**src/serial_mem_pkg.sv**
```systemverilog
package serial_mem_pkg;

	// command field widths
	localparam int addr_bits = 32;
	localparam int len_bits = 24;

	// 4 KB of on-chip storage, addresses above alias into it
	localparam int mem_addr_bits = 12;
	localparam int mem_latency = 3;
	localparam int lat_cnt_bits = $clog2(mem_latency + 1);

	// uart bit time
	localparam int clks_per_bit = 8;
	localparam int clk_cnt_bits = $clog2(clks_per_bit);

	// frame and reply characters
	localparam logic [7:0] char_hdr = "!";
	localparam logic [7:0] char_rd = "R";
	localparam logic [7:0] char_wr = "W";
	localparam logic [7:0] char_version = "V";
	localparam logic [7:0] char_bad_cmd = "?";
	localparam logic [7:0] char_no_frame = "!";
	localparam logic [7:0] char_overrun = "%";
	localparam logic [7:0] char_wr_done = "w";
	localparam logic [7:0] char_version_digit = "1";

	localparam int version_len = 8;

	typedef enum logic [3:0] {
		mode_wait,
		mode_cmd,
		mode_len2,
		mode_len1,
		mode_len0,
		mode_addr3,
		mode_addr2,
		mode_addr1,
		mode_addr0,
		mode_read,
		mode_write,
		mode_version,
		mode_invalid
	} parse_mode_t;

	// request held by the parser until the memory acks
	typedef struct packed {
		logic [addr_bits-1:0] addr;
		logic [15:0] wr_data;
		logic [1:0] wr_mask;
		logic we;
		logic enable;
	} mem_req_t;

endpackage

```
**src/uart_tx.sv**
```systemverilog
`timescale 1ns/1ps

module uart_tx (
	input  logic clk,
	input  logic reset,
	input  logic [7:0] tx_data,
	input  logic tx_strobe,
	output logic txd,
	output logic tx_ready
);
	import serial_mem_pkg::*;

	// stop, data lsb first, start; ones shift in behind the frame
	logic [9:0] shift;
	logic [3:0] bits_left;
	logic [clk_cnt_bits-1:0] clk_cnt;

	assign tx_ready = (bits_left == 4'd0);
	assign txd = shift[0];

	always_ff @(posedge clk) begin
		if (reset) begin
			shift <= '1;
			bits_left <= 4'd0;
			clk_cnt <= '0;
		end else if (tx_ready) begin
			if (tx_strobe) begin
				shift <= {1'b1, tx_data, 1'b0};
				bits_left <= 4'd10;
				clk_cnt <= clk_cnt_bits'(clks_per_bit - 1);
			end
		end else if (clk_cnt != '0) begin
			clk_cnt <= clk_cnt - 1'b1;
		end else begin
			// end of one bit time
			shift <= {1'b1, shift[9:1]};
			bits_left <= bits_left - 4'd1;
			clk_cnt <= clk_cnt_bits'(clks_per_bit - 1);
		end
	end

endmodule

```
**config.mk**
```make
export PLATFORM = sky130hd
export DESIGN_NAME = uart_tx
export DESIGN_NICKNAME = d
export VERILOG_FILES = /design/src/serial_mem_pkg.sv /design/src/uart_tx.sv
export SDC_FILE = /design/constraint.sdc
export NUM_CORES = 1
export LEC_CHECK = 0
export ABC_AREA = 1
export BUFFER_PORTS_ARGS = -buffer_cell sky130_fd_sc_hd__buf_2
export CORE_MARGIN = 3
export CORE_UTILIZATION = 49
export DETAILED_ROUTE_END_ITERATION = 6
export GPL_ROUTABILITY_DRIVEN = 1
export HOLD_SLACK_MARGIN = 0.02
export PLACE_DENSITY = 0.71
export SYNTH_ARGS = -nofsm -noshare
export SYNTH_HDL_FRONTEND = slang
export SYNTH_SLANG_ARGS = --single-unit
export TNS_END_PERCENT = 50
```
**constraint.sdc**
```tcl
create_clock -name clk -period 4.1 [get_ports clk]
set_input_delay 0.41 -clock clk [delete_from_list [all_inputs] [get_ports clk]]
set_output_delay 0.41 -clock clk [all_outputs]
set_load 0.02 [all_outputs]
```
==> key figures <==
Detailed routing
  – Pre-antenna DRT Iters: 3
  – WL/cell: around 11 µm
  – Vias per cell: a little under 5
  – DRC: 0
  – Routed WL: 1.54 mm
  – Number of DRC violations after detailed-routing iteration 0: 13
  – Routed via count: 687
  – Antenna Violating Nets Remaining: 0

Final layout
  – Layout net count: approximately 140
  – Most frequent cells in the layout: nand2_1 (42), dfxtp_1 (16), buf_2 (12), nand3_1 (11), inv_1 (10)
  – Layout cells sized above 1: roughly a fifth
  – Most common cell after layout, fill and taps aside: nand2_1
  – N_diodes: 0
  – Area delta synth->final: 9.80%

Clock network
  – Clk_lat worst skew: approximately 0.28 ns
  – Post-CTS Resized: 0
  – Post-CTS Hold Buffers: 0
  – Root Driver: clkbuf_4
  – CTS Buf Count: 3
  – CTS tree: yes
  – CTS H-tree depth: 1
  – Clock transition at path regs: ~0.09 ns
  – Post-CTS Setup Repair Bufs: 0
  – Clk sink count: 16
  – Clk buf depth: 2

Setup path
  – Crit path capture type: primary output
  – Crit path required time: ~3.7 ns
  – CP startpoint kind: register
  – Cells along the critical path: inv_1 > ha_1 > nand2_4 > inv_2 > buf_2
  – WS Path Type: reg2out
  – Critical Path Fanout Max: 13
  – Max incr delay on CP: approximately 0.33 ns
  – Data arrival time of the critical path: 1.46 ns
  – Worst-path cell with the longest stage delay: dfxtp_1

Timing
  – Worst-margin pin slew: around 0.35 ns
  – Unrepaired setup endpoints after global routing: no
  – Relative slew slack: roughly 77%
  – # setup viols final: 0
  – Hold_ws: around 0.35 ns
  – Fin. Hold Viols: 0
  – Setup TNS: 0 ns
  – Fin crit period: between 1.5 and 2 ns
  – Setup Skew: 0.00556 ns
  – Slew Viols, Final: 0
  – F_max: between 500 and 600 MHz
  – Tcrit/Tclk final: 45.7%

Placement
  – Post-detail-place hpwl: approximately 1.2 mm
  – IO buf count: 12
  – RePlAce Congestion: between 0.8 and 0.9

GRT
  – Final global-route overflow total: 0
  – Initial antenna violation count: 0
  – Pin count of the biggest net entering global routing: 14
  – GRT Util Overall: between 10% and 20%
  – Vias in the first global route: a little over 600
  – First-pass GRT wire length: between 2 and 3 mm

Yosys
  – Avg Cell Area, Syn: roughly 7.3 µm²
  – Synthesized cell area: approximately 800 µm²
  – Synthesized instance count: 112
  – Ys Warns: 0
  – Yosys reg bits: 16
  – Seq/Total Area, Yosys: 39.2%
  – Synth Net Count: between 100 and 150
  – Yosys cell types: 18

Floorplan
  – Core footprint: ~1500 µm²
  – Die area: approximately 2200 µm²
  – Initial Util: between 50% and 60%
  – Die H: 46.8 µm
  – # IOs: 13
  – Die X-Extent: ~47 µm
  – Row count: 14

Worst hold path
  – Worst hold path class: in2reg

Flow run
  – Maxcap violations: 0

Power and ir drop
  – Maximum vdd ir drop: approximately 0.45 mV
  – Leak: about 0.47 nW
  – Pwr per Cell Area: 894 nW/µm²

Run status
  – Status: finished, final reports clean
## final timing paths
kind / to / slack (ns) / from / cells past startpoint
worst min-delay path: shift[8]$_SDFFE_PP1P_ / 0.35 / tx_data[7] / 3
worst max-delay path: tx_ready / 2.23 / bits_left[0]$_SDFFE_PP0P_ / 5
worst max register to register: shift[5]$_SDFFE_PP1P_ / 2.61 / bits_left[0]$_SDFFE_PP0P_ / 8
worst min register to register: bits_left[0]$_SDFFE_PP0P_ / 0.45 / bits_left[0]$_SDFFE_PP0P_ / 1
## per-stage QoR
| step | cell area (µm²) | cells | utilization (%) | setup slack, ns | power, W |
|---|---|---|---|---|---|
| after floorplan | 817 | 112 | - | 2.81 | 0.000665 |
| after detailed placement | 875 | 137 | 56.7 | 2.54 | 0.000727 |
| final | 897 | 140 | 58.2 | 2.23 | 0.000802 |
| after global placement | 875 | 137 | 56.7 | 2.57 | 0.000720 |
| after global routing | 897 | 140 | 58.2 | 2.10 | 0.000893 |
| after CTS | 897 | 140 | 58.2 | 2.22 | 0.000809 |
## cell usage after synthesis (all sizes together)
master / instances / area [µm²]
nand3: 13 / 75.1
o21ai: 5 / 25.0
ha: 4 / 50.1
clkbuf: 1 / 3.75
buf: 2 / 18.8
nor2: 4 / 22.5
xor2: 1 / 8.76
inv: 12 / 45.1
dfxtp: 16 / 320
a21oi: 7 / 38.8
o22ai: 1 / 6.26
nand2: 46 / 203
## critical path, delay by kind of cell (launching register included)
family | cells | cell delay (ns)
flops | 1 | 0.33
buf+inv | 3 | 0.47
simple gates | 1 | 0.14
fa+ha+maj | 1 | 0.25
## kinds of logic (layout without fill, tap and decap cells)
group	Yosys count	count (layout)	synth area share (%)
buffers and inverters	15	27	8.27
flip-flops	16	16	39.2
AO/OA/AOI/OAI	13	13	8.58
adder cells (fa/ha/maj)	4	4	6.13
AND/OR/NAND/NOR	63	63	36.8
XOR/XNOR	1	1	1.07
## per-layer routing
layer	GRT usage (%)	share of wire, %	vias to the layer above	wire, µm
met5	0	0	-	0
li1	-	-	377	-
met2	24.7	48	9	744
met4	8.84	1.8	0	27
met1	21.8	47	297	722
met3	3.45	2.7	4	41
## power breakdown
| part | internal (W) | total, W | switching (W) | leakage, nW |
|---|---|---|---|---|
| logic | 0.000167 | 0.000471 | 0.000304 | 0.327 |
| registers | 0.000216 | 0.000250 | 0.0000348 | 0.133 |
| clock network | 0.0000341 | 0.0000808 | 0.0000467 | 0.0138 |
| total | 0.000416 | 0.000802 | 0.000386 | 0.474 |
## sequential cells by signal, summed over array words and instances, names as in the netlist
name / cells
clk_cnt: 3
bits_left: 4
shift: 9
## layout make-up
class	count	area (µm²)
inverters	12	45.0
multi-input cells	81	429
well taps	16	20.0
clock buffers	3	22.5
fillers	150	644
repair buffers	12	60.1
flip-flops and latches	16	320
Note: power is estimated with default switching activity, not from simulation.
