`src/serial_mem_pkg.sv`:
```
package serial_mem_pkg;

	// command field widths
	localparam int addr_bits = 32;
	localparam int len_bits = 24;

	// 4 KB of on-chip storage, addresses above alias into it
	localparam int mem_addr_bits = 12;
	localparam int mem_latency = 3;
	localparam int lat_cnt_bits = $clog2(mem_latency + 1);

	// uart bit time
	localparam int clks_per_bit = 8;
	localparam int clk_cnt_bits = $clog2(clks_per_bit);

	// frame and reply characters
	localparam logic [7:0] char_hdr = "!";
	localparam logic [7:0] char_rd = "R";
	localparam logic [7:0] char_wr = "W";
	localparam logic [7:0] char_version = "V";
	localparam logic [7:0] char_bad_cmd = "?";
	localparam logic [7:0] char_no_frame = "!";
	localparam logic [7:0] char_overrun = "%";
	localparam logic [7:0] char_wr_done = "w";
	localparam logic [7:0] char_version_digit = "1";

	localparam int version_len = 8;

	typedef enum logic [3:0] {
		mode_wait,
		mode_cmd,
		mode_len2,
		mode_len1,
		mode_len0,
		mode_addr3,
		mode_addr2,
		mode_addr1,
		mode_addr0,
		mode_read,
		mode_write,
		mode_version,
		mode_invalid
	} parse_mode_t;

	// request held by the parser until the memory acks
	typedef struct packed {
		logic [addr_bits-1:0] addr;
		logic [15:0] wr_data;
		logic [1:0] wr_mask;
		logic we;
		logic enable;
	} mem_req_t;

endpackage

```
`src/user_command_parser.sv`:
```
`timescale 1ns/1ps

module user_command_parser (
	input  logic clk,
	input  logic reset,
	input  logic [7:0] rx_data,
	input  logic rx_strobe,
	output logic [7:0] tx_data,
	output logic tx_strobe,
	input  logic tx_ready,
	output serial_mem_pkg::mem_req_t mem_req,
	input  logic [15:0] rd_data,
	input  logic ack,
	input  logic idle
);
	import serial_mem_pkg::*;

	parse_mode_t mode;
	logic is_read;
	logic rd_pending;
	logic wr_pending;
	logic [len_bits-1:0] count;
	logic tx_free;

	// ready only drops a cycle after the strobe, so a strobe in flight counts as busy
	assign tx_free = tx_ready && !tx_strobe;

	always_ff @(posedge clk) begin
		tx_strobe <= 1'b0;
		if (reset) begin
			mode <= mode_wait;
			is_read <= 1'b0;
			rd_pending <= 1'b0;
			wr_pending <= 1'b0;
			count <= '0;
			mem_req.enable <= 1'b0;
			mem_req.we <= 1'b0;
		end else begin
			case (mode)
			mode_wait: begin
				if (rx_strobe) begin
					if (rx_data == char_hdr) begin
						mode <= mode_cmd;
					end else begin
						tx_data <= char_no_frame;
						tx_strobe <= 1'b1;
					end
				end
			end
			mode_cmd: begin
				if (rx_strobe) begin
					case (rx_data)
					char_rd: begin
						is_read <= 1'b1;
						mode <= mode_len2;
					end
					char_wr: begin
						is_read <= 1'b0;
						mode <= mode_len2;
					end
					char_version: begin
						count <= len_bits'(version_len);
						mode <= mode_version;
					end
					default: mode <= mode_invalid;
					endcase
				end
			end
			// byte count, big endian
			mode_len2: begin
				if (rx_strobe) begin
					count[23:16] <= rx_data;
					mode <= mode_len1;
				end
			end
			mode_len1: begin
				if (rx_strobe) begin
					count[15:8] <= rx_data;
					mode <= mode_len0;
				end
			end
			mode_len0: begin
				if (rx_strobe) begin
					count[7:0] <= rx_data;
					mode <= mode_addr3;
				end
			end
			// start address, big endian
			mode_addr3: begin
				if (rx_strobe) begin
					mem_req.addr[31:24] <= rx_data;
					mode <= mode_addr2;
				end
			end
			mode_addr2: begin
				if (rx_strobe) begin
					mem_req.addr[23:16] <= rx_data;
					mode <= mode_addr1;
				end
			end
			mode_addr1: begin
				if (rx_strobe) begin
					mem_req.addr[15:8] <= rx_data;
					mode <= mode_addr0;
				end
			end
			mode_addr0: begin
				if (rx_strobe) begin
					mem_req.addr[7:0] <= rx_data;
					mode <= is_read ? mode_read : mode_write;
				end
			end
			mode_read: begin
				// incoming bytes are dropped here
				if (rd_pending) begin
					if (ack) begin
						mem_req.enable <= 1'b0;
						tx_data <= mem_req.addr[0] ? rd_data[15:8] : rd_data[7:0];
						tx_strobe <= 1'b1;
						mem_req.addr <= mem_req.addr + 1'b1;
						count <= count - 1'b1;
						rd_pending <= 1'b0;
					end
				end else if (count == '0) begin
					mode <= mode_wait;
				end else if (tx_free && idle) begin
					mem_req.we <= 1'b0;
					mem_req.enable <= 1'b1;
					rd_pending <= 1'b1;
				end
			end
			mode_write: begin
				if (wr_pending) begin
					if (ack) begin
						mem_req.enable <= 1'b0;
						mem_req.we <= 1'b0;
						mem_req.addr <= mem_req.addr + 1'b1;
						count <= count - 1'b1;
						wr_pending <= 1'b0;
					end
					// previous byte still in the memory, this one is lost
					if (rx_strobe) begin
						tx_data <= char_overrun;
						tx_strobe <= 1'b1;
					end
				end else if (count == '0) begin
					tx_data <= char_wr_done;
					tx_strobe <= 1'b1;
					mode <= mode_wait;
				end else if (rx_strobe) begin
					if (mem_req.addr[0]) begin
						mem_req.wr_data <= {rx_data, 8'h00};
						mem_req.wr_mask <= 2'b10;
					end else begin
						mem_req.wr_data <= {8'h00, rx_data};
						mem_req.wr_mask <= 2'b01;
					end
					mem_req.we <= 1'b1;
					mem_req.enable <= 1'b1;
					wr_pending <= 1'b1;
				end
			end
			mode_version: begin
				if (count == '0) begin
					mode <= mode_wait;
				end else if (tx_free) begin
					tx_data <= char_version_digit;
					tx_strobe <= 1'b1;
					count <= count - 1'b1;
				end
			end
			mode_invalid: begin
				tx_data <= char_bad_cmd;
				tx_strobe <= 1'b1;
				mode <= mode_wait;
			end
			default: mode <= mode_wait;
			endcase
		end
	end

endmodule

```
`config.mk`:
```
export PLATFORM = sky130hd
export DESIGN_NAME = user_command_parser
export DESIGN_NICKNAME = d
export VERILOG_FILES = /design/src/serial_mem_pkg.sv /design/src/user_command_parser.sv
export SDC_FILE = /design/constraint.sdc
export NUM_CORES = 1
export LEC_CHECK = 0
export ABC_AREA = 1
export BUFFER_PORTS_ARGS = -buffer_cell sky130_fd_sc_hd__buf_2
export CORE_AREA = 2 2 103 125
export CTS_CLUSTER_DIAMETER = 50
export DETAILED_ROUTE_END_ITERATION = 10
export DIE_AREA = 0 0 105 127
export HOLD_SLACK_MARGIN = 0.02
export PLACE_DENSITY = 0.71
export SYNTH_ARGS = -nofsm -noshare
export SYNTH_HDL_FRONTEND = slang
export SYNTH_SLANG_ARGS = --single-unit
```
`constraint.sdc`:
```
create_clock -name clk -period 3.6 [get_ports clk]
set_input_delay 0.54 -clock clk [delete_from_list [all_inputs] [get_ports clk]]
set_output_delay 0.54 -clock clk [all_outputs]
set_load 0.03 [all_outputs]
```
==> out/metrics.yaml <==
route:
  vias: 5959
  routed_wl_mm: 17.7
  ant_nets: 0
  viasPerCell: 5.18
  dr.pass1.iters: 5
  remaining_drc_errors: 0
  wire_per_inst_um: 15.4
  drtIter0Drc: 356
synth:
  ys_types: 34
  syn_area_per_cell_um2: 6.67
  syn_inst: 893
  synth_commonest_cells: "nand2_1 (289), nor2_1 (172), inv_1 (85), nand3_1 (63), edfxtp_1 (58)"
  yosys_warnings: 0
  synthArstFlopShare: 0
  synth_area_leaders: "edfxtp_1 (29%), nand2_1 (18%), dfxtp_1 (11%), nor2_1 (11%), inv_1 (5.4%)"
  synth_top_area_cell: "edfxtp_1"
  synth_fp_nets: 926
  synth_top_area_frac: 0.292
  yosys_most_used_dff: "edfxtp_1"
  yosysMostFrequentCell: "nand2_1"
  ys_seq_elements: 92
  synth_edf_count: 58
  synthesis.area_um2: 5960
  ys_seq_area_frac: 0.407
setup_path:
  crit-reg2reg-launch: "mode[3]"
  cp-start-kind: "register"
  critPathArrivalTime_ns: 2.82
  critPathKind: "reg -> reg"
  rrSetupSlack_ns: 0.84
  cp_data_required_time_ns: 3.66
  max_stage_delay_ns: 0.48
  path_max_fanout: 24
  crit_path_end_kind: "register"
  path_cells: "inv_2 -> nor2_2 -> nand2_2 -> nor2_2 -> buf_4 -> inv_2 -> nor2_1 -> nor2_1 -> nor3b_1 -> buf_4"
  slowest_stage: "dfxtp_1"
  worst-r2r-cell-count: 10
  timing.rr.end: "mem_req[29]"
cts:
  post-cts-setup-buffers: 0
  ctsHoldBuffers: 0
  clock_path_buffers: 2
  cts_tree: "built"
  clock_sinks: 92
  cts-root-buf: "clkbuf_16"
  path_clk_slew_ns: 0.07
  cts_buffers: 9
  htree_num_levels: 3
  clock_latency_ns: 0.35
  cts_resized: 0
place:
  hpwlAfterDp_mm: 13.6
  gp_congestion: 1.02
  dp.cells: 1135
  portBuffers: 90
power:
  pwr-share-comb: 0.063
  p_leak_nw: 3.31
  pwr-share-clk: 0.436
  swShare: 0.237
  ir_worst_vdd_v: 0.000218
  p_seq_frac: 0.501
  switchingPower_uw: 532
  p_int_mw: 1.71
  cellPowerDensity_nw_per_um2: 325
timing:
  finalHoldViolations: 0
  drv_slew: 0
  setup_viol_count_final: 0
  post-route-period-util: 0.767
  rsz0062_at_grt: "false"
  min_period_ns: 2.76
  relSlewSlack: 0.330
  fin_setup_tns_ns: 0
  max_freq_mhz: 362
  skew_ns: 0.00858
  tightest_slew_ns: 1.00
global_routing:
  antenna_found_initial: 0
  grt_max_degree: 28
  grt_usage: 0.272
  grt_pass1_vias: 5685
  grt_pass1_wl_mm: 28.6
  grt_overflow: 0
die:
  initial_utilization: 0.496
  die_area_um2: 13300
  ioPinCount: 91
  rows: 44
  die_y_um: 127
  fp.coreArea_um2: 12000
  die_x_um: 105
hold_path:
  hold_path_end: "mem_req[0]"
  worstHoldPathCells: 2
  min-delay-start: "mem_req[0]"
  min_path_type: "reg -> reg"
finish:
  instances_no_fill: 1151
  area_delta_synth_final_pct: 15.6
  drive_above_1_share: 0.149
  nets: 1018
  antennaDiodeCount: 0
outcome:
  outcome: "finished clean"
job:
  cap_violations: 0
==> critical path, delay by kind of cell (launching register included) <==
family	cells	cell delay [ns]
buf+inv	4	0.83
simple gates	6	1.15
flops	1	0.48
==> worst max-delay path by stage <==
stage	start	to	slack, ns
3_3_place_gp	mode[3]	mem_req[30]	0.96
4_1_cts	mode[3]	mem_req[29]	0.86
6_report	mode[3]	mem_req[29]	0.84
2_1_floorplan	tx_ready	mem_req[10]	1.11
3_5_place_dp	mode[3]	mem_req[30]	0.87
5_1_grt	mode[3]	mem_req[29]	0.64
==> sequential cells by signal, indices dropped and copies added, names as in the netlist <==
register    flops
mode            4
mem_req        52
tx_data         8
wr_pending      1
tx_strobe       1
count          24
rd_pending      1
is_read         1
==> cell families (layout without fill, tap and decap cells) <==
kind of cell | count (synthesis) | in the layout | share of synthesized area
flops | 92 | 92 | 0.407
mux | 1 | 1 | 0.00189
xor+xnor | 23 | 23 | 0.0338
buf+inv | 114 | 211 | 0.0752
simple gates | 580 | 580 | 0.404
compound gates | 80 | 80 | 0.0718
fa+ha+maj | 3 | 3 | 0.00630
==> routing by layer <==
metal / track usage / up-vias / wire [µm]
met4: 0.133 / 0 / 656
met3: 0.0316 / 41 / 814
met2: 0.484 / 180 / 8950
met1: 0.325 / 2697 / 7310
met5: 0 / - / 0
li1: - / 3041 / -
==> placed cells by master, fill, tap and decap left out, drive strengths merged, types with 2 or more instances in the layout <==
cell type and instances:
ha 3, buf 98, nor3b 4, nand3b 3
nor2 182, nor3 16, xor2 16, or2 2
clkbuf 10, a21boi 2, nand4 11, clkinvlp 2
nand3 68, xnor2 7, a21o 2, nand2 294
inv 99, a21oi 18, o22ai 6, o21ai 48
dfxtp 34, edfxtp 58
==> final cells by class <==
| cell class | count | area (µm²) |
|---|---|---|
| Fill cell | 1239 | 5110 |
| Multi-Input combinational cell | 687 | 3090 |
| Sequential cell | 92 | 2420 |
| Timing Repair Buffer | 98 | 510 |
| Inverter | 97 | 364 |
| Clock buffer | 10 | 229 |
| Tap cell | 161 | 201 |
| Clock inverter | 6 | 71.3 |
==> power groups by stage <==
stage / registers (mW) / logic (mW) / clock network, mW
4_1_cts: 1.12 / 0.140 / 0.984
3_3_place_gp: 1.15 / 0.138 / 0
3_5_place_dp: 1.15 / 0.139 / 0
6_report: 1.12 / 0.141 / 0.976
2_1_floorplan: 1.15 / 0.0767 / 0
5_1_grt: 1.12 / 0.157 / 1.02
==> per-stage QoR <==
stage / total power [mW] / hold slack (ns) / area [µm²] / setup WS [ns] / util
3_5_place_dp: 1.29 / 0.486 / 6590 / 0.874 / 0.549
5_1_grt: 2.30 / 0.499 / 6890 / 0.643 / 0.574
6_report: 2.24 / 0.491 / 6890 / 0.837 / 0.574
4_1_cts: 2.25 / 0.492 / 6890 / 0.860 / 0.574
2_1_floorplan: 1.23 / 0.455 / 5960 / 1.11 / -
3_3_place_gp: 1.28 / 0.467 / 6590 / 0.959 / 0.549
(Power assumes the default switching activity.)
