### src/serial_mem_pkg.sv
package serial_mem_pkg;

	// command field widths
	localparam int addr_bits = 32;
	localparam int len_bits = 24;

	// 4 KB of on-chip storage, addresses above alias into it
	localparam int mem_addr_bits = 12;
	localparam int mem_latency = 3;
	localparam int lat_cnt_bits = $clog2(mem_latency + 1);

	// uart bit time
	localparam int clks_per_bit = 8;
	localparam int clk_cnt_bits = $clog2(clks_per_bit);

	// frame and reply characters
	localparam logic [7:0] char_hdr = "!";
	localparam logic [7:0] char_rd = "R";
	localparam logic [7:0] char_wr = "W";
	localparam logic [7:0] char_version = "V";
	localparam logic [7:0] char_bad_cmd = "?";
	localparam logic [7:0] char_no_frame = "!";
	localparam logic [7:0] char_overrun = "%";
	localparam logic [7:0] char_wr_done = "w";
	localparam logic [7:0] char_version_digit = "1";

	localparam int version_len = 8;

	typedef enum logic [3:0] {
		mode_wait,
		mode_cmd,
		mode_len2,
		mode_len1,
		mode_len0,
		mode_addr3,
		mode_addr2,
		mode_addr1,
		mode_addr0,
		mode_read,
		mode_write,
		mode_version,
		mode_invalid
	} parse_mode_t;

	// request held by the parser until the memory acks
	typedef struct packed {
		logic [addr_bits-1:0] addr;
		logic [15:0] wr_data;
		logic [1:0] wr_mask;
		logic we;
		logic enable;
	} mem_req_t;

endpackage

### src/uart_rx.sv
`timescale 1ns/1ps

module uart_rx (
	input  logic clk,
	input  logic reset,
	input  logic rxd,
	output logic [7:0] rx_data,
	output logic rx_strobe
);
	import serial_mem_pkg::*;

	logic rxd_meta;
	logic rxd_sync;
	logic rxd_prev;
	logic busy;
	// 0 is the start bit, 1..8 data, 9 stop
	logic [3:0] bit_idx;
	logic [clk_cnt_bits-1:0] clk_cnt;
	logic sample_data;

	assign sample_data = busy && (clk_cnt == '0) && (bit_idx >= 4'd1) && (bit_idx <= 4'd8);

	always_ff @(posedge clk) begin
		rx_strobe <= 1'b0;
		if (reset) begin
			rxd_meta <= 1'b1;
			rxd_sync <= 1'b1;
			rxd_prev <= 1'b1;
			busy <= 1'b0;
			bit_idx <= 4'd0;
			clk_cnt <= '0;
		end else begin
			rxd_meta <= rxd;
			rxd_sync <= rxd_meta;
			rxd_prev <= rxd_sync;
			if (!busy) begin
				// falling edge opens a start bit, first sample half a bit later
				if (rxd_prev && !rxd_sync) begin
					busy <= 1'b1;
					bit_idx <= 4'd0;
					clk_cnt <= clk_cnt_bits'(clks_per_bit / 2 - 1);
				end
			end else if (clk_cnt != '0) begin
				clk_cnt <= clk_cnt - 1'b1;
			end else begin
				clk_cnt <= clk_cnt_bits'(clks_per_bit - 1);
				bit_idx <= bit_idx + 4'd1;
				if (bit_idx == 4'd0) begin
					// glitch, line went back high before mid start bit
					if (rxd_sync)
						busy <= 1'b0;
				end else if (bit_idx == 4'd9) begin
					busy <= 1'b0;
					rx_strobe <= 1'b1;
				end
			end
		end
	end

	// lsb arrives first
	always_ff @(posedge clk) begin
		if (sample_data)
			rx_data <= {rxd_sync, rx_data[7:1]};
	end

endmodule

### config.mk
export PLATFORM = sky130hd
export DESIGN_NAME = uart_rx
export DESIGN_NICKNAME = d
export VERILOG_FILES = /design/src/serial_mem_pkg.sv /design/src/uart_rx.sv
export SDC_FILE = /design/constraint.sdc
export NUM_CORES = 1
export LEC_CHECK = 0
export ABC_AREA = 1
export BUFFER_PORTS_ARGS = -buffer_cell sky130_fd_sc_hd__buf_4
export CAP_MARGIN = 20
export CORE_MARGIN = 5
export CORE_UTILIZATION = 45
export CTS_CLUSTER_DIAMETER = 50
export DETAILED_ROUTE_END_ITERATION = 8
export GPL_TIMING_DRIVEN = 0
export PLACE_DENSITY_LB_ADDON = 0.08
export SETUP_SLACK_MARGIN = 0.1
export SYNTH_ARGS = -nofsm -noshare
export SYNTH_HDL_FRONTEND = slang
export SYNTH_SLANG_ARGS = --single-unit
### constraint.sdc
create_clock -name clk -period 2.45 [get_ports clk]
set_input_delay 0.245 -clock clk [delete_from_list [all_inputs] [get_ports clk]]
set_output_delay 0.245 -clock clk [all_outputs]
set_load 0.02 [all_outputs]
==> reports/qor.txt, run 1 <==
# diodes: 0
Fin. max-slew vios: 0
Final RePlAce weighted congestion: 0.748
WL/cell: 10.3 um
Cell taking the most area after synthesis: dfxtp_1
Largest net degree at the start of global routing: 13
Final worst path period share: 78.8%
Initial antenna violation count: 0
Cell variety after synth: 14
Final-report hold violation count: 0
Sequential Power Share: 54.0%
Clock Skews: 0.00429 ns
Number of global-route vias before repair: 478
Layout Nets: 108
Critical path required time: 2.38 ns
Synthesis-to-finish area growth: 20.3%
Reg2Reg Setup Slack: 0.52 ns
Clock sinks: 20
Syn Area/Cell: 9.86 um2
Setup violators final: 0
Seq/Total Area, Yosys: 58.7%
DR DRC count: 0
Post-synth top area share: 29.4%
Mapped Cells: 83
Int Power: 0.536 mW
Static Leak: 0.430 nW
Via count: 569
Die X: 52.6 um
Setup Buffers After CTS: 0
Hold path cells: 2
Worst-case clock buffer depth: 2
Final ANT Viol Nets: 0
EDFF count, synth: 8
Dpl hpwl: 990 um
P per Cell Area: 677 mW/mm2
Synth Register Bits: 20
Core ar.: 0.00173 mm2
Switching share of power: 19.5%
Fraction of layout cells with a size suffix above 1: 20.4%
Worst Min Path Start: rxd
CTS clk-pin slew, worst paths: 0.10 ns
Startpoint Class: register
Synth area leaders: dfxtp_1 (29%), edfxtp_1 (29%), ha_1 (9.2%)
Fill cells: 162
Worst-case reg-to-reg path depth: 5
CP endpoint kind: register
IO Port Bufs: 11
Top FF cell, synth: dfxtp_1
Worst Hold Class: primary input to register
CTS hold repair buffers: 0
Post-CTS sizing: 0
Ys async rst share: 0%
Row cnt: 15
Starting Density: 47.4%
Max IR drop VDD: 790 uV
Footprint of the multi-input gates: 289 um2
Clock Power Share: 39.3%
Global-route wire length before repair: 2.08 mm
Least-Margin Pin Slew: 0.975 ns
Mapped cell area: 818 um2
Worst-Skew Late Latency: 0.30 ns
CTS Buf Count: 3
End point of the worst hold path: rxd_meta$_SDFF_PP1_
Routed vias/inst: 4.63
Drt first pass iters: 4
# IOs: 12
Top post-synthesis cells by count: inv_1 (13), nand2_1 (13), dfxtp_1 (12)
Grt total ovfl: 0
Die area: 0.00277 mm2
Combinational Power Share: 6.7%
CP Max Fanout: 8
Worst slew margin: 34.5%
Syn nets: 92
Hold slack: 0.125 ns
Setup TNS: 0 ns
Reg2reg start: bit_idx[0]$_SDFFE_PP0P_
Total area of sequential cells: 480 um2
Global Route Usage Sum: 10.9%
Htree depth: 1
RSZ-0062 raised after global routing: no
Tmin final: 1.93 ns
Final wirelength: 1.27 mm
Initial DRC count: 9
Worst path arrival time: 1.86 ns
Fmax: 0.518 GHz
Max Cap Viol: 0
WS Path Type: register to register
Sw Pwr: 0.130 mW
Die H: 52.6 um
CTS root buffer: clkbuf_4
Outcome: finished, final reports clean
Warning count from the yosys run: 0
CTS tree: yes
Worst R2R End: rx_data[2]$_DFFE_PP_
## registers in the layout (all words and copies together), names as in the netlist
register,cells
busy,1
bit_idx,4
rx_data,8
rx_strobe,1
rxd_meta,1
rxd_sync,1
rxd_prev,1
clk_cnt,3
## worst max-delay path: stages, from the launching register on
cell,delay [ns]
dfxtp_1,0.42
inv_1,0.10
ha_1,0.20
nand2_1,0.06
a21oi_1,0.04
nor3_1,0.75
## cells by family after synthesis
logic type,after synthesis,synth area share [%]
AND/OR/NAND/NOR,31,17.9
flip-flops,20,58.7
AO/OA/AOI/OAI,13,8.26
buffers and inverters,13,5.96
adder cells (fa/ha/maj),6,9.17
## worst max-delay path by stage
stage                           endpoint                     from  depth (start not counted)  slack [ns]
CTS                 rx_data[2]$_DFFE_PP_  bit_idx[0]$_SDFFE_PP0P_                          5        0.49
global route        rx_data[2]$_DFFE_PP_  bit_idx[0]$_SDFFE_PP0P_                          5        0.34
global placement    rx_data[0]$_DFFE_PP_  bit_idx[0]$_SDFFE_PP0P_                          5        0.53
detailed placement  rx_data[0]$_DFFE_PP_  bit_idx[0]$_SDFFE_PP0P_                          5        0.49
finish              rx_data[2]$_DFFE_PP_  bit_idx[0]$_SDFFE_PP0P_                          5        0.52
floorplan           rx_data[0]$_DFFE_PP_  bit_idx[0]$_SDFFE_PP0P_                          5        0.74
## through the flow
stage          utilization (%)  cells  area (um2)  setup WS [ns]  total power, mW
3_3_place_gp              54.0    119         932          0.531            0.411
3_5_place_dp              54.0    119         932          0.491            0.413
6_report                  57.0    123         985          0.519            0.666
4_1_cts                   57.0    123         985          0.495            0.678
5_1_grt                   57.0    123         985          0.339            0.704
2_1_floorplan                -     83         818          0.744            0.399
## cell usage in the layout (no fill, tap or decap)
master	count
nand3_1	6
inv_1	13
a21boi_0	1
nand2_2	1
a21oi_1	7
nor2_1	5
or2_2	2
edfxtp_1	8
nand2_1	13
buf_4	11
nand3_2	2
nor3_1	2
dfxtp_1	12
o21ai_0	5
ha_1	6
bufinv_16	1
clkbuf_4	3
## power by group through the flow
stage | Clock [mW] | Combinational, mW | Sequential (mW)
2_1_floorplan | 0 | 0.0322 | 0.367
3_5_place_dp | 0 | 0.0451 | 0.367
3_3_place_gp | 0 | 0.0438 | 0.367
4_1_cts | 0.273 | 0.0453 | 0.360
6_report | 0.262 | 0.0446 | 0.360
5_1_grt | 0.290 | 0.0535 | 0.361
## layer usage
| layer | vias up | share of wire [%] | track usage [%] |
|---|---|---|---|
| met3 | 2 | 5.4 | 5.13 |
| met5 | - | 0 | 0 |
| met1 | 253 | 45 | 13.2 |
| met4 | 0 | 1.1 | 5.11 |
| li1 | 304 | - | - |
| met2 | 10 | 48 | 16.1 |
## final cells by class
type,instances,area share [%]
clock inverters,1,3.05
inverters,13,4.96
flip-flops and latches,20,48.8
repair buffers,11,8.39
well taps,25,3.18
multi-input cells,50,29.4
clock buffers,3,2.29
(Power assumes the default switching activity.)
==> run 2: changes to the inputs <==
ABC_AREA = 0   (was 1)
clock period = 1.82 ns   (was 2.45 ns; I/O delays follow)
==> reports/qor.txt, run 2 <==
Largest register FFs: 8 (unchanged)
Layout Nets: 93 (was 108)
Setup TNS: 0 ns (unchanged)
Post-synth top area share: 29.5% (was 29.4%)
Worst Setup EP: rx_data[4]$_DFFE_PP_ (was rx_data[2]$_DFFE_PP_)
Fmax: 0.618 GHz (was 0.518 GHz)
Die area: 0.00276 mm2 (was 0.00277 mm2)
Worst-case reg-to-reg path depth: 5 (unchanged)
CTS clk-pin slew, worst paths: 0.11 ns (was 0.10 ns)
Synth area leaders: dfxtp_1 (29%), edfxtp_1 (29%), ha_1 (9.2%) (unchanged)
CTS Buf Count: 3 (unchanged)
CTS root buffer: clkbuf_4 (unchanged)
DR DRC count: 0 (unchanged)
Most frequent cells in the layout: dfxtp_1 (12), buf_4 (10), edfxtp_1 (8), inv_1 (6), ha_1 (6) (was inv_1 (13), nand2_1 (13), dfxtp_1 (12), buf_4 (11), edfxtp_1 (8))
Tmin final: 1.62 ns (was 1.93 ns)
CTS tree: yes (unchanged)
Top post-synthesis cells by count: dfxtp_1 (12), edfxtp_1 (8), ha_1 (6), inv_1 (6) (was inv_1 (13), nand2_1 (13), dfxtp_1 (12))
Reg2reg start: bit_idx[1]$_SDFFE_PP0P_ (was bit_idx[0]$_SDFFE_PP0P_)
# IOs: 12 (unchanged)
Mapped Cells: 68 (was 83)
Design area: 0.00101 mm2 (was 985 um2)
Most flop-heavy register: rx_data (unchanged)
Dpl hpwl: 913 um (was 990 um)
Worst Hold Class: primary input to register (unchanged)
Worst-Skew Late Latency: 0.29 ns (was 0.30 ns)
Drt first pass iters: 4 (unchanged)
IO Port Bufs: 10 (was 11)
EDFF count, synth: 8 (unchanged)
Row cnt: 15 (unchanged)
Number of global-route vias before repair: 499 (was 478)
Cell taking the most area after synthesis: dfxtp_1 (unchanged)
Htree depth: 1 (unchanged)
Initial DRC count: 9 (unchanged)
Global-route wire length before repair: 2.29 mm (was 2.08 mm)
DP Area: 926 um2 (was 932 um2)
Ys async rst share: 0% (unchanged)
Worst path arrival time: 1.70 ns (was 1.86 ns)
Synthesis-to-finish area growth: 23.5% (was 20.3%)
Final RePlAce weighted congestion: 0.666 (was 0.748)
# diodes: 0 (unchanged)
Clock sinks: 20 (unchanged)
Footprint of the multi-input gates: 309 um2 (was 289 um2)
Core ar.: 0.00173 mm2 (unchanged)
Most frequent cell after synthesis: dfxtp_1
Worst R2R End: rx_data[4]$_DFFE_PP_ (was rx_data[2]$_DFFE_PP_)
Least-Margin Pin Slew: 0.529 ns (was 0.975 ns)
Final ANT Viol Nets: 0 (unchanged)
Syn Area/Cell: 12.0 um2 (was 9.86 um2)
Clock Skews: 0.00228 ns (was 0.00429 ns)
Critical path required time: 1.90 ns (was 2.38 ns)
Fill cells: 161 (was 162)
Fin cells: 108 (was 123)
Worst-case clock buffer depth: 2 (unchanged)
RSZ-0062 raised after global routing: no (unchanged)
Top FF cell, synth: dfxtp_1 (unchanged)
Final wirelength: 1.37 mm (was 1.27 mm)
Die X: 52.5 um (was 52.6 um)
Fraction of layout cells with a size suffix above 1: 26.5% (was 20.4%)
Largest registers: rx_data x8, bit_idx x4, clk_cnt x3 (unchanged)
Outcome: finished, final reports clean (unchanged)
Warning count from the yosys run: 0 (unchanged)
Syn nets: 77 (was 92)
Global Route Usage Sum: 11.4% (was 10.9%)
Max Cap Viol: 0 (unchanged)
Worst slew margin: 64.2% (was 34.5%)
Seq/Total Area, Yosys: 59.0% (was 58.7%)
Routed vias/inst: 4.87 (was 4.63)
Final worst path period share: 89.0% (was 78.8%)
Synth Register Bits: 20 (unchanged)
Post-Route Utilization: 58.3% (was 57.0%)
Final-report hold violation count: 0 (unchanged)
Largest net degree at the start of global routing: 13 (unchanged)
CP max-delay cell: nor4b_1 (was nor3_1)
Startpoint Class: register (unchanged)
Initial antenna violation count: 0 (unchanged)
CP max stage delay: 0.47 ns (was 0.75 ns)
Hold path cells: 2 (unchanged)
Via count: 526 (was 569)
CP endpoint kind: register (unchanged)
WS Path Type: register to register (unchanged)
Most common cell after layout, fill and taps aside: dfxtp_1
Total area of sequential cells: 480 um2 (unchanged)
CTS hold repair buffers: 0 (unchanged)
Crit. Startpoint: bit_idx[1]$_SDFFE_PP0P_ (was bit_idx[0]$_SDFFE_PP0P_)
Fin. max-slew vios: 0 (unchanged)
Static Leak: 0.386 nW (was 0.430 nW)
CP Max Fanout: 8 (unchanged)
Cell variety after synth: 28 (was 14)
Placed Cells incl. Taps: 103 (was 119)
Mapped cell area: 815 um2 (was 818 um2)
WL/cell: 12.7 um (was 10.3 um)
Setup violators final: 0 (unchanged)
Reg2Reg Setup Slack: 0.20 ns (was 0.52 ns)
Max IR drop VDD: 460 uV (was 790 uV)
Starting Density: 47.2% (was 47.4%)
Worst path cell trace: inv_1, ha_1, nor4b_1, a211oi_4, buf_12 (was inv_1, ha_1, nand2_1, a21oi_1, nor3_1)
P per Cell Area: 903 mW/mm2 (was 677 mW/mm2)
Grt total ovfl: 0 (unchanged)
Die H: 52.5 um (was 52.6 um)
==> run 2: changes by cell type in the layout (fill, tap and decap cells not counted), sizes merged, moves of 2 or more <==
cell	delta
or3	+2
inv	-7
nand2	-10
nand3	-7
a21oi	-6
a211oi	+3
o21ai	-2
==> run 2: worst min path at each step <==
| stage | to | slack, ns | start |
|---|---|---|---|
| after floorplan | rxd_meta$_SDFF_PP1_ | 0.29 | rxd |
| after global placement | rxd_meta$_SDFF_PP1_ | 0.37 | rxd |
| after detailed placement | rxd_meta$_SDFF_PP1_ | 0.37 | rxd |
| after CTS | rxd_meta$_SDFF_PP1_ | 0.05 | rxd |
| after global routing | rxd_meta$_SDFF_PP1_ | 0.05 | rxd |
| final | rxd_meta$_SDFF_PP1_ | 0.07 | rxd |
==> run 2: area by class of cell <==
class,instances,area share [%]
Multi-Input combinational cell,40,30.7
Inverter,6,2.24
Clock inverter,1,2.99
Timing Repair Buffer,11,9.45
Sequential cell,20,47.8
Buffer,2,1.49
Tap cell,25,3.11
Clock buffer,3,2.24
==> run 2: timing repair <==
action / in CTS / in global routing
resized for setup: 1 / 0
setup buffers: 0 / 1
pin swaps: 1 / 1
gates cloned: 0 / 0
setup endpoints to repair: 8 / 8
==> run 2: per-layer routing <==
| layer | global-route usage (%) | up-vias | part of all wire (%) |
|---|---|---|---|
| met4 | 6.38 | 0 | 1.1 |
| met5 | 0 | - | 0 |
| met3 | 3.13 | 2 | 5.9 |
| li1 | - | 268 | - |
| met2 | 15.9 | 14 | 44 |
| met1 | 15.5 | 242 | 49 |
==> run 2: worst max-delay path, delay by kind of cell (launching register included) <==
kind	cells	cell delay, ns
adder cells (fa/ha/maj)	1	0.20
AND/OR/NAND/NOR	1	0.47
AO/OA/AOI/OAI	1	0.09
flip-flops	1	0.39
buffers and inverters	2	0.25
==> run 2: through the flow <==
step	setup slack [ns]	power [mW]	hold slack [ns]
4_1_cts	0.167	0.918	0.0530
3_3_place_gp	0.0372	0.558	0.370
6_report	0.201	0.909	0.0654
3_5_place_dp	0.00725	0.560	0.370
5_1_grt	0.100	0.953	0.0513
2_1_floorplan	0.219	0.544	0.286
==> run 2: power breakdown <==
part | internal, mW | leakage, nW | switching (mW) | total (mW)
Sequential | 0.475 | 0.170 | 0.00785 | 0.483
Clock | 0.222 | 0.0279 | 0.132 | 0.354
Combinational | 0.0301 | 0.189 | 0.0411 | 0.0712
==> run 2: logic make-up (layout without fill, tap and decap cells) <==
kind of cell             count (synthesis)  count (layout)  share of synthesized area (%)
adder cells (fa/ha/maj)                  6               6                           9.22
XOR/XNOR                                 1               1                           1.08
AO/OA/AOI/OAI                           12              12                           10.3
AND/OR/NAND/NOR                         21              21                           15.8
flip-flops                              20              20                           59.0
buffers and inverters                    8              23                           4.61
==> run 3: changes to the inputs <==
REMOVE_ABC_BUFFERS = 1   (was not set)
==> reports/qor.txt, run 3 (synthesized netlist as in run 2, its figures left out) <==
Least-Margin Pin Slew: 0.361 ns (was 0.529 ns)
Worst Min Path Start: rxd (unchanged)
IO Port Bufs: 11 (was 10)
Most flop-heavy register: rx_data (unchanged)
Startpoint Class: register (unchanged)
Worst-case clock buffer depth: 2 (unchanged)
Combinational Power Share: 7.2% (was 7.8%)
Static Leak: 0.390 nW (was 0.386 nW)
DR DRC count: 0 (unchanged)
Final ANT Viol Nets: 0 (unchanged)
Via count: 538 (was 526)
Clock Skews: 0.00476 ns (was 0.00228 ns)
Final wirelength: 1.35 mm (was 1.37 mm)
Die area: 0.00276 mm2 (unchanged)
CTS tree: yes (unchanged)
Fin worst setup slack: 0.238 ns (was 0.201 ns)
Fin. max-slew vios: 0 (unchanged)
CTS clk-pin slew, worst paths: 0.11 ns (about the same)
WS Path Type: register to register (unchanged)
Starting Density: 47.2% (unchanged)
Pwr Total: 0.911 mW (was 0.909 mW)
Crit path buffers/inverters: 2 (unchanged)
Initial antenna violation count: 0 (unchanged)
Number of global-route vias before repair: 508 (was 499)
End point of the worst hold path: rxd_meta$_SDFF_PP1_ (unchanged)
Tmin final: 1.58 ns (was 1.62 ns)
Layout Nets: 93 (unchanged)
Post-Route Utilization: 57.9% (was 58.3%)
Most frequent cells in the layout: buf_4 (13), dfxtp_1 (12), edfxtp_1 (8), inv_1 (6), ha_1 (6) (was dfxtp_1 (12), buf_4 (10), edfxtp_1 (8), inv_1 (6), ha_1 (6))
Worst-Skew Late Latency: 0.30 ns (was 0.29 ns)
Initial DRC count: 14 (was 9)
Largest registers: rx_data x8, bit_idx x4, clk_cnt x3 (unchanged)
P per Cell Area: 912 mW/mm2 (was 903 mW/mm2)
Fraction of layout cells with a size suffix above 1: 28.9% (was 26.5%)
Clock Power Share: 39.5% (was 39.0%)
Fin cells: 108 (unchanged)
Hold slack: 0.0579 ns (was 0.0654 ns)
Worst Hold Class: primary input to register (unchanged)
Hold path cells: 2 (unchanged)
Worst path arrival time: 1.61 ns (was 1.70 ns)
Dpl ws: -0.378 ns (was 0.00725 ns)
Global-route wire length before repair: 2.30 mm (was 2.29 mm)
Int Power: 0.727 mW (was 0.728 mW)
Design area: 1000 um2 (was 0.00101 mm2)
CTS root buffer: clkbuf_4 (unchanged)
Reg2reg start: bit_idx[0]$_SDFFE_PP0P_ (was bit_idx[1]$_SDFFE_PP0P_)
Routed vias/inst: 4.98 (was 4.87)
Final-report hold violation count: 0 (unchanged)
WL/cell: 12.5 um (was 12.7 um)
Global Route Usage Sum: 11.6% (was 11.4%)
Grt total ovfl: 0 (unchanged)
CTS Buf Count: 3 (unchanged)
Switching share of power: 20.2% (was 19.9%)
Reg2Reg Setup Slack: 0.24 ns (was 0.20 ns)
Die X: 52.5 um (unchanged)
Drt first pass iters: 4 (unchanged)
Sequential Power Share: 53.3% (was 53.2%)
DP Area: 913 um2 (was 926 um2)
Outcome: finished, final reports clean (unchanged)
Max IR drop VDD: 498 uV (was 460 uV)
Cell family with most CP delay: flip-flops (was simple AND/OR/NAND/NOR gates)
Row cnt: 15 (unchanged)
Most common cell after layout, fill and taps aside: buf_4 (was dfxtp_1)
# IOs: 12 (unchanged)
Clock sinks: 20 (unchanged)
Max Cap Viol: 0 (unchanged)
Worst path cell trace: inv_1, ha_1, nor4b_2, a211oi_4, buf_4 (was inv_1, ha_1, nor4b_1, a211oi_4, buf_12)
Dpl hpwl: 970 um (was 913 um)
Critical path required time: 1.85 ns (was 1.90 ns)
Final RePlAce weighted congestion: 0.755 (was 0.666)
Setup violators final: 0 (unchanged)
Largest register FFs: 8 (unchanged)
CP endpoint kind: register (unchanged)
Die H: 52.5 um (unchanged)
Fmax: 0.632 GHz (was 0.618 GHz)
Synthesis-to-finish area growth: 22.7% (was 23.5%)
CTS hold repair buffers: 0 (unchanged)
Worst-case reg-to-reg path depth: 5 (unchanged)
Final worst path period share: 86.9% (was 89.0%)
Core ar.: 0.00173 mm2 (unchanged)
RSZ-0062 raised after global routing: no (unchanged)
CP max-delay cell: dfxtp_1 (was nor4b_1)
# diodes: 0 (unchanged)
Worst R2R End: rx_data[4]$_DFFE_PP_ (unchanged)
Sw Pwr: 0.184 mW (was 0.181 mW)
Worst slew margin: 75.9% (was 64.2%)
CP max stage delay: 0.43 ns (was 0.47 ns)
Largest net degree at the start of global routing: 13 (unchanged)
CP Max Fanout: 6 (was 8)
Placed Cells incl. Taps: 102 (was 103)
Setup TNS: 0 ns (unchanged)
Htree depth: 1 (unchanged)
==> run 3: timing repair <==
| action | in CTS | in global routing |
|---|---|---|
| buffers inserted | 0 | 2 |
| setup endpoints to repair | 8 | 8 |
| pin swaps | 1 | 1 |
| resized for setup | 2 | 1 |
==> run 3: final cells by class <==
type | count | area, um2
fill | 161 | 727
sequential | 20 | 480
multi-input combinational | 40 | 315
timing repair buffer | 13 | 97.6
tap | 25 | 31.3
clock inverter | 1 | 30.0
clock buffer | 3 | 22.5
inverter | 6 | 22.5
==> run 3: power by group through the flow <==
stage	clock network, mW	logic (mW)	registers (mW)
floorplan	0	0.0427	0.495
global placement	0	0.0589	0.496
detailed placement	0	0.0613	0.496
CTS	0.373	0.0647	0.486
global route	0.394	0.0763	0.488
finish	0.360	0.0657	0.486
==> run 3: worst max-delay path by stage <==
stage	from	to	slack [ns]	cells past startpoint
global placement	bit_idx[0]$_SDFFE_PP0P_	rx_data[7]$_DFFE_PP_	-0.27	4
CTS	clk_cnt[0]$_SDFFE_PP0P_	rx_data[4]$_DFFE_PP_	0.16	4
finish	bit_idx[0]$_SDFFE_PP0P_	rx_data[4]$_DFFE_PP_	0.24	5
detailed placement	bit_idx[0]$_SDFFE_PP0P_	rx_data[5]$_DFFE_PP_	-0.38	4
floorplan	bit_idx[0]$_SDFFE_PP0P_	rx_data[0]$_DFFE_PP_	-0.04	4
global route	bit_idx[0]$_SDFFE_PP0P_	rx_data[4]$_DFFE_PP_	0.17	5
==> run 3: per-layer routing <==
layer	track usage [%]	routed length [um]	up-vias
li1	-	-	267
met1	14.0	616	257
met2	18.0	652	12
met3	3.70	70	2
met4	6.38	7	0
met5	0	0	-
